===== config.mk =====
export PLATFORM = sky130hd
export DESIGN_NAME = MemoryArbiter
export DESIGN_NICKNAME = d
export VERILOG_FILES = /design/src/verilog/RiscVPkg.sv /design/src/verilog/MemoryArbiter.sv
export SDC_FILE = /design/constraint.sdc
export NUM_CORES = 1
export LEC_CHECK = 0
export BUFFER_PORTS_ARGS = -buffer_cell sky130_fd_sc_hd__buf_2
export CAP_MARGIN = 20
export CORE_AREA = 4 4 105 107
export DETAILED_ROUTE_END_ITERATION = 10
export DIE_AREA = 0 0 109 111
export PLACE_DENSITY_LB_ADDON = 0.25
export SLEW_MARGIN = 15
export SYNTH_ARGS = -nofsm -noshare
export SYNTH_HDL_FRONTEND = slang
export SYNTH_SLANG_ARGS = --single-unit

===== constraint.sdc =====
create_clock -name clk -period 2.5 [get_ports clk]
set_input_delay 0.5 -clock clk [delete_from_list [all_inputs] [get_ports clk]]
set_output_delay 0.5 -clock clk [all_outputs]
set_load 0.02 [all_outputs]

===== src/verilog/RiscVPkg.sv =====
package RiscVPkg;

    // RV32I major opcodes
    typedef enum logic [6:0] {
        OPC_LOAD   = 7'b0000011,
        OPC_OP_IMM = 7'b0010011,
        OPC_AUIPC  = 7'b0010111,
        OPC_STORE  = 7'b0100011,
        OPC_OP     = 7'b0110011,
        OPC_LUI    = 7'b0110111,
        OPC_BRANCH = 7'b1100011,
        OPC_JALR   = 7'b1100111,
        OPC_JAL    = 7'b1101111,
        OPC_SYSTEM = 7'b1110011
    } opcode_t;

    typedef enum logic [3:0] {
        ALU_ADD,
        ALU_SUB,
        ALU_SLL,
        ALU_SLT,
        ALU_SLTU,
        ALU_XOR,
        ALU_SRL,
        ALU_SRA,
        ALU_OR,
        ALU_AND,
        ALU_COPY_B
    } aluOp_t;

    // next pc source
    typedef enum logic [1:0] {PC_PLUS4, PC_BRANCH, PC_JUMP, PC_JALR} pcSel_t;

    typedef enum logic [1:0] {OP1_RS1, OP1_PC, OP1_ZERO} op1Sel_t;

    typedef enum logic [1:0] {OP2_RS2, OP2_IMM_I, OP2_IMM_S, OP2_IMM_U} op2Sel_t;

    // register file writeback source
    typedef enum logic [1:0] {WB_ALU, WB_PC4, WB_MEM} wbSel_t;

    // memory map
    localparam int MEM_WORDS = 1024;
    localparam int MEM_ADDR_BITS = 10;
    localparam logic [31:0] CTRL_ADDR = 32'h0000_4000;

    localparam logic [31:0] RESET_PC = 32'h0000_0000;

    // full encoding of ecall, no other SYSTEM instruction is supported
    localparam logic [31:0] ECALL_WORD = 32'h0000_0073;

endpackage


===== src/verilog/MemoryArbiter.sv =====
`timescale 1ns/1ns

module MemoryArbiter import RiscVPkg::*; (
    input  logic                     clk,
    input  logic                     reset,
    input  logic [31:0]              paddr,
    input  logic                     psel,
    input  logic                     penable,
    input  logic                     pwrite,
    input  logic [31:0]              pwdata,
    output logic [31:0]              prdata,
    output logic                     pready,
    output logic                     pslverr,
    input  logic [31:0]              coreAddress,
    input  logic [31:0]              coreWriteData,
    input  logic                     coreRead,
    input  logic                     coreWrite,
    output logic [31:0]              coreReadData,
    input  logic                     halt,
    output logic                     run,
    output logic [MEM_ADDR_BITS-1:0] dataAddress,
    output logic                     dataWrite,
    output logic [31:0]              dataWriteData,
    input  logic [31:0]              dataReadData
);
    logic halted;
    logic coreBusy;
    logic apbAccess;
    logic apbDone;
    logic memHit;
    logic ctrlHit;

    assign coreBusy = coreRead || coreWrite;
    assign apbAccess = psel && penable;
    // core owns the port, host waits
    assign apbDone = apbAccess && !coreBusy;

    // first 4 KB is memory, one control word above it
    assign memHit = (paddr[31:MEM_ADDR_BITS+2] == '0);
    assign ctrlHit = (paddr == CTRL_ADDR);

    assign pready = apbDone;
    assign pslverr = apbDone && !memHit && !ctrlHit;

    always_comb begin
        if (memHit) begin
            prdata = dataReadData;
        end else if (ctrlHit) begin
            prdata = {30'b0, halted, run};
        end else begin
            prdata = 32'b0;
        end
    end

    assign dataAddress = coreBusy ? coreAddress[MEM_ADDR_BITS+1:2] : paddr[MEM_ADDR_BITS+1:2];
    assign dataWriteData = coreBusy ? coreWriteData : pwdata;
    assign dataWrite = coreBusy ? coreWrite : (apbDone && pwrite && memHit);
    assign coreReadData = dataReadData;

    // run/status register, ecall wins over a host write in the same cycle
    always_ff @(posedge clk) begin
        if (reset) begin
            run <= 1'b0;
            halted <= 1'b0;
        end else if (halt) begin
            run <= 1'b0;
            halted <= 1'b1;
        end else if (apbDone && pwrite && ctrlHit) begin
            run <= pwdata[0];
            if (pwdata[0]) begin
                halted <= 1'b0;
            end
        end
    end

endmodule


**Yosys cells after proc, flatten, opt, wreduce, memory -nomap -nowiden**

Cells that the tools add are included.

- Flip-flop bits (word level): 2
- Latch bits: 0
- Bits in writable memories: 0
- Bits in read-only memories: 0
- Word-level logic and storage cells: 27
- Memories kept: 0

- $add $sub $neg: 0
- Multiply operators: 0
- Divide/modulo/power cells: 0
- Magnitude comparators: 0
- Equal/unequal tests: 1
- Shift operators: 0
- Multiplexer cells: 8
- Bitwise logic cells: 0
- Reduce and logical (&&, ||, !) cells: 16

Operator list:

| operator | count |
|---|---|
| $mux W32 | 2 |
| $eq A32 B15 Y1 const B | 1 |
| $logic_not A20 Y1 | 1 |
| $mux W10 | 1 |
| $logic_and A1 B1 Y1 | 7 |
| $mux W1 | 4 |
| $reduce_bool A2 Y1 | 2 |
| $logic_not A1 Y1 | 3 |
| $mux W2 | 1 |
| $reduce_and A2 Y1 | 1 |
| $reduce_or A2 Y1 | 1 |
| $logic_or A1 B1 Y1 | 1 |

**Logic depth before layout (Yosys ltp)**

- Word-level depth: 7
- Mapped depth: 5

**Worst setup path after synthesis**

OpenSTA, ideal clock, no wires.

- Path kind: input -> output
- From: input coreRead
- To: output pslverr
- Arrival: 1.697 ns
- Required time: 2.000 ns
- Setup slack: 0.303 ns
- Cell stages on the path: 3
- Buffers on the path: 0
- Cell sequence: nor2_1 and3_1 nor3b_1

- Word-level cells in the longest chain between the ends: 5

Ends and longest elaborated chain:

| element | line | source |
|---|---|---|
| from (decl) | MemoryArbiter.sv:16 | `input logic coreRead,` |
| $logic_or A1 B1 Y1 | MemoryArbiter.sv:33 | `assign coreBusy = coreRead \|\| coreWrite;` |
| $logic_not A1 Y1 | MemoryArbiter.sv:36 | `assign apbDone = apbAccess && !coreBusy;` |
| $logic_and A1 B1 Y1 | MemoryArbiter.sv:36 |  |
| named net pready | MemoryArbiter.sv:12 | `output logic pready,` |
| $logic_and A1 B1 Y1 (2 in series) | MemoryArbiter.sv:43 | `assign pslverr = apbDone && !memHit && !ctrlHit;` |
| to (decl) | MemoryArbiter.sv:13 | `output logic pslverr,` |

The timed path passes the listed nets, and every way through them passes these cells.

**Worst setup path in the final report**

- From: input paddr[17]
- To: output prdata[28]

- Word-level cells in the longest chain between the ends: 2

Ends and longest elaborated chain:

| element | line | source |
|---|---|---|
| from (decl) | MemoryArbiter.sv:6 | `input logic [31:0] paddr,` |
| $logic_not A20 Y1 | MemoryArbiter.sv:39 | `assign memHit = (paddr[31:MEM_ADDR_BITS+2] == '0);` |
| $mux W32 | MemoryArbiter.sv:46 | `if (memHit) begin` |
| to (decl) | MemoryArbiter.sv:11 | `output logic [31:0] prdata,` |

Every way passes these cells.

==> impl_metrics.toml <==
[run_status]
run_status = "completed"

[global_routing]
grt_pass1_wl_um = 8660
grt_start_max_net_pins = 45
grt_pass1_vias = 1893
grt.overflow.total = 0
track_usage_pct = 8.86
antenna_found_initial = 0

[timing]
fin_crit_sh_pct = 94.5
hold_viol = 0
finalSetupViolations = 0
clock_skew_ns = 0
setup_slack_ns = 0.136
relSlewSlack_pct = 70.0
period_minus_slack_ns = 2.36
max_freq_mhz = 423
rsz0062_at_grt = "false"
slew_violations = 0
tightest_slew_ns = 0.446
final.setup.tns_ns = 0

[synthesis]
synth_warnings = 0
syn_area_sq_mm = 0.00125
syn_avg_cell_area_sq_um = 8.40
ys_seq_elements = 2
synth_fp_nets = 317
ys_seq_area_share_pct = 3.20
synthCells = 149
yosysUniqueCellTypes = 24

[cells_and_area]
final_cell_mix = "255 x buf_2, 42 x mux2_2, 31 x and2_1"
seq_area_sq_um = 40.0
layout-drive-gt1-share_pct = 83.6
mostFrequentLayoutCell = "buf_2"
nFillCells = 1122
fin_area_sq_mm = 0.00251
antenna_cells = 0
fin_cells = 507
area_delta_synth_final_pct = 101
nets = 541
multi_input_area_sq_um = 933

[placement]
place.detailed.hpwl_um = 5670
postPlaceCellArea_sq_mm = 0.00246
port_buffers = 255
preCtsSetupSlack_ns = 0.0449
placed_cells = 504
gp_congestion = 0.728

[worst_setup_path]
rr_worst_depth = 2
critPathLaunch = "paddr[17]"
startpoint_type = "input port"
endpoint = "prdata[28]"
crit_chain = "buf_2, nor4_2, nand4_2, nor3b_4, buf_12, and2_1, buf_2"
cp_max_fo = 32
cp_slowest_cell = "nor4_2"
cp_slowest_stage_delay_ns = 0.30
r2r_start = "halted$_SDFFE_PP0P_"
worstPathRequired_ns = 2.00
cp.arrival_ns = 1.86
setup.worst_path.class = "input port to output port"
rrSetupSlack_ns = 1.84
r2r_end = "halted$_SDFFE_PP0P_"
critPathMostFrequentCell = "buf_2"
endpoint_kind = "output port"

[routing]
antenna_left = 0
postRouteWirelength_um = 6160
via_per_inst = 3.69
first_iter_violations = 30
route.detailed.drc = 0
avgRoutedWirePerCell_um = 12.1
firstDrtPassIters = 4
vias = 1873

[cts]
ctsHoldBuffers = 0
cts.htree.levels = 1
clkTransAtPathRegs_ns = 0.03
cts_tree = "built"
clockBufferDepth = 2
clock_latency_ns = 0.21
cts_num_sinks = 2
root_buffer = "clkbuf_8"
numCtsBuffers = 3

[power]
ir_worst_vdd_v = 0.000112
power_frac_seq_pct = 6.1
p_leak_nw = 1.44
pwr-share-comb_pct = 71.2
power_density_mw_per_mm2 = 224
finalPower_mw = 0.561
switching_share_pct = 41.7
switchingPower_mw = 0.234
pwr-share-clk_pct = 22.7
internal_power_mw = 0.327

[die]
die_w_um = 109
initial_core_util_pct = 12.3
fp.dieH_um = 111
core_area_sq_mm = 0.0101
io_pins = 278
dieArea_sq_mm = 0.0121
rows = 37

[flow_run]
drv_cap = 0

[min_path]
holdPathStages = 2
hp-class = "input port to flop"
-- through the flow --
step / util [%] / hold slack, ns
after floorplan: - / 0.473
after global placement: 24.3 / 0.480
after detailed placement: 24.3 / 0.491
after global routing: 24.7 / 0.470
final: 24.7 / 0.465
after CTS: 24.7 / 0.463
-- metal layers --
| metal | share of wire [%] | GRT usage (%) |
|---|---|---|
| met4 | 0.23 | 1.01 |
| met3 | 14 | 2.27 |
| met2 | 53 | 18.4 |
| met1 | 33 | 8.61 |
| met5 | 0 | 0 |
-- sequential cells by signal, indices dropped and copies added, names as in the netlist --
signal / cells
run: 1
halted: 1
-- power groups by stage --
stage / clock [mW] / sequential [mW] / combinational (mW)
final: 0.127 / 0.0341 / 0.399
after global routing: 0.139 / 0.0342 / 0.434
after CTS: 0.132 / 0.0341 / 0.404
after detailed placement: 0 / 0.0343 / 0.404
after global placement: 0 / 0.0344 / 0.400
after floorplan: 0 / 0.0341 / 0.233
-- synth_stat cells --
library cell	instances	area [sq um]
buf_6	3	33.8
mux2i_1	1	10.0
nand2_1	4	15.0
nand4_1	2	12.5
and3b_1	1	8.76
nor4_1	3	18.8
and3_1	2	12.5
buf_4	32	240
a31o_1	1	8.76
nor3b_4	1	18.8
a211oi_1	1	7.51
nor4b_1	1	8.76
dfxtp_1	2	40.0
a21oi_1	2	10.0
mux2_2	42	473
nand3_1	2	10.0
and2_1	31	194
nor3b_1	2	15.0
nand4_2	1	12.5
or3_1	1	6.26
buf_2	4	20.0
nor2_1	4	15.0
nor3_1	2	10.0
nor4_2	4	50.1
-- cell families (layout without fill, tap and decap cells) --
kind of cell / count (synthesis) / in the layout / synth area share [%]
multiplexers: 43 / 43 / 38.6
AO/OA/AOI/OAI: 4 / 4 / 2.10
buffers and inverters: 39 / 261 / 23.5
AND/OR/NAND/NOR: 61 / 61 / 32.6
flip-flops: 2 / 2 / 3.20
-- area by class of cell --
cell class	instances	area share, %
tap	136	6.78
clock buffer	3	1.65
sequential	2	1.60
timing repair buffer	258	52.8
multi-input combinational	108	37.2
-- worst max-delay path: cells and delay by family --
kind / cells / cell delay [ns]
buf+inv: 3 / 0.45
simple gates: 4 / 0.91
-- timing repair --
item	CTS	global route
hold endpoints to repair	0	0
gates resized for setup	0	1
endpoints found under the setup margin	0	9
buffers inserted	0	0
-- worst min-delay path by stage --
| stage | end | start |
|---|---|---|
| 2_1_floorplan | halted$_SDFFE_PP0P_ | halted$_SDFFE_PP0P_ |
| 3_3_place_gp | run$_SDFFE_PP0P_ | run$_SDFFE_PP0P_ |
| 3_5_place_dp | run$_SDFFE_PP0P_ | run$_SDFFE_PP0P_ |
| 4_1_cts | halted$_SDFFE_PP0P_ | reset |
| 5_1_grt | halted$_SDFFE_PP0P_ | reset |
| 6_report | halted$_SDFFE_PP0P_ | reset |
Power figures use the tool's default switching activity.
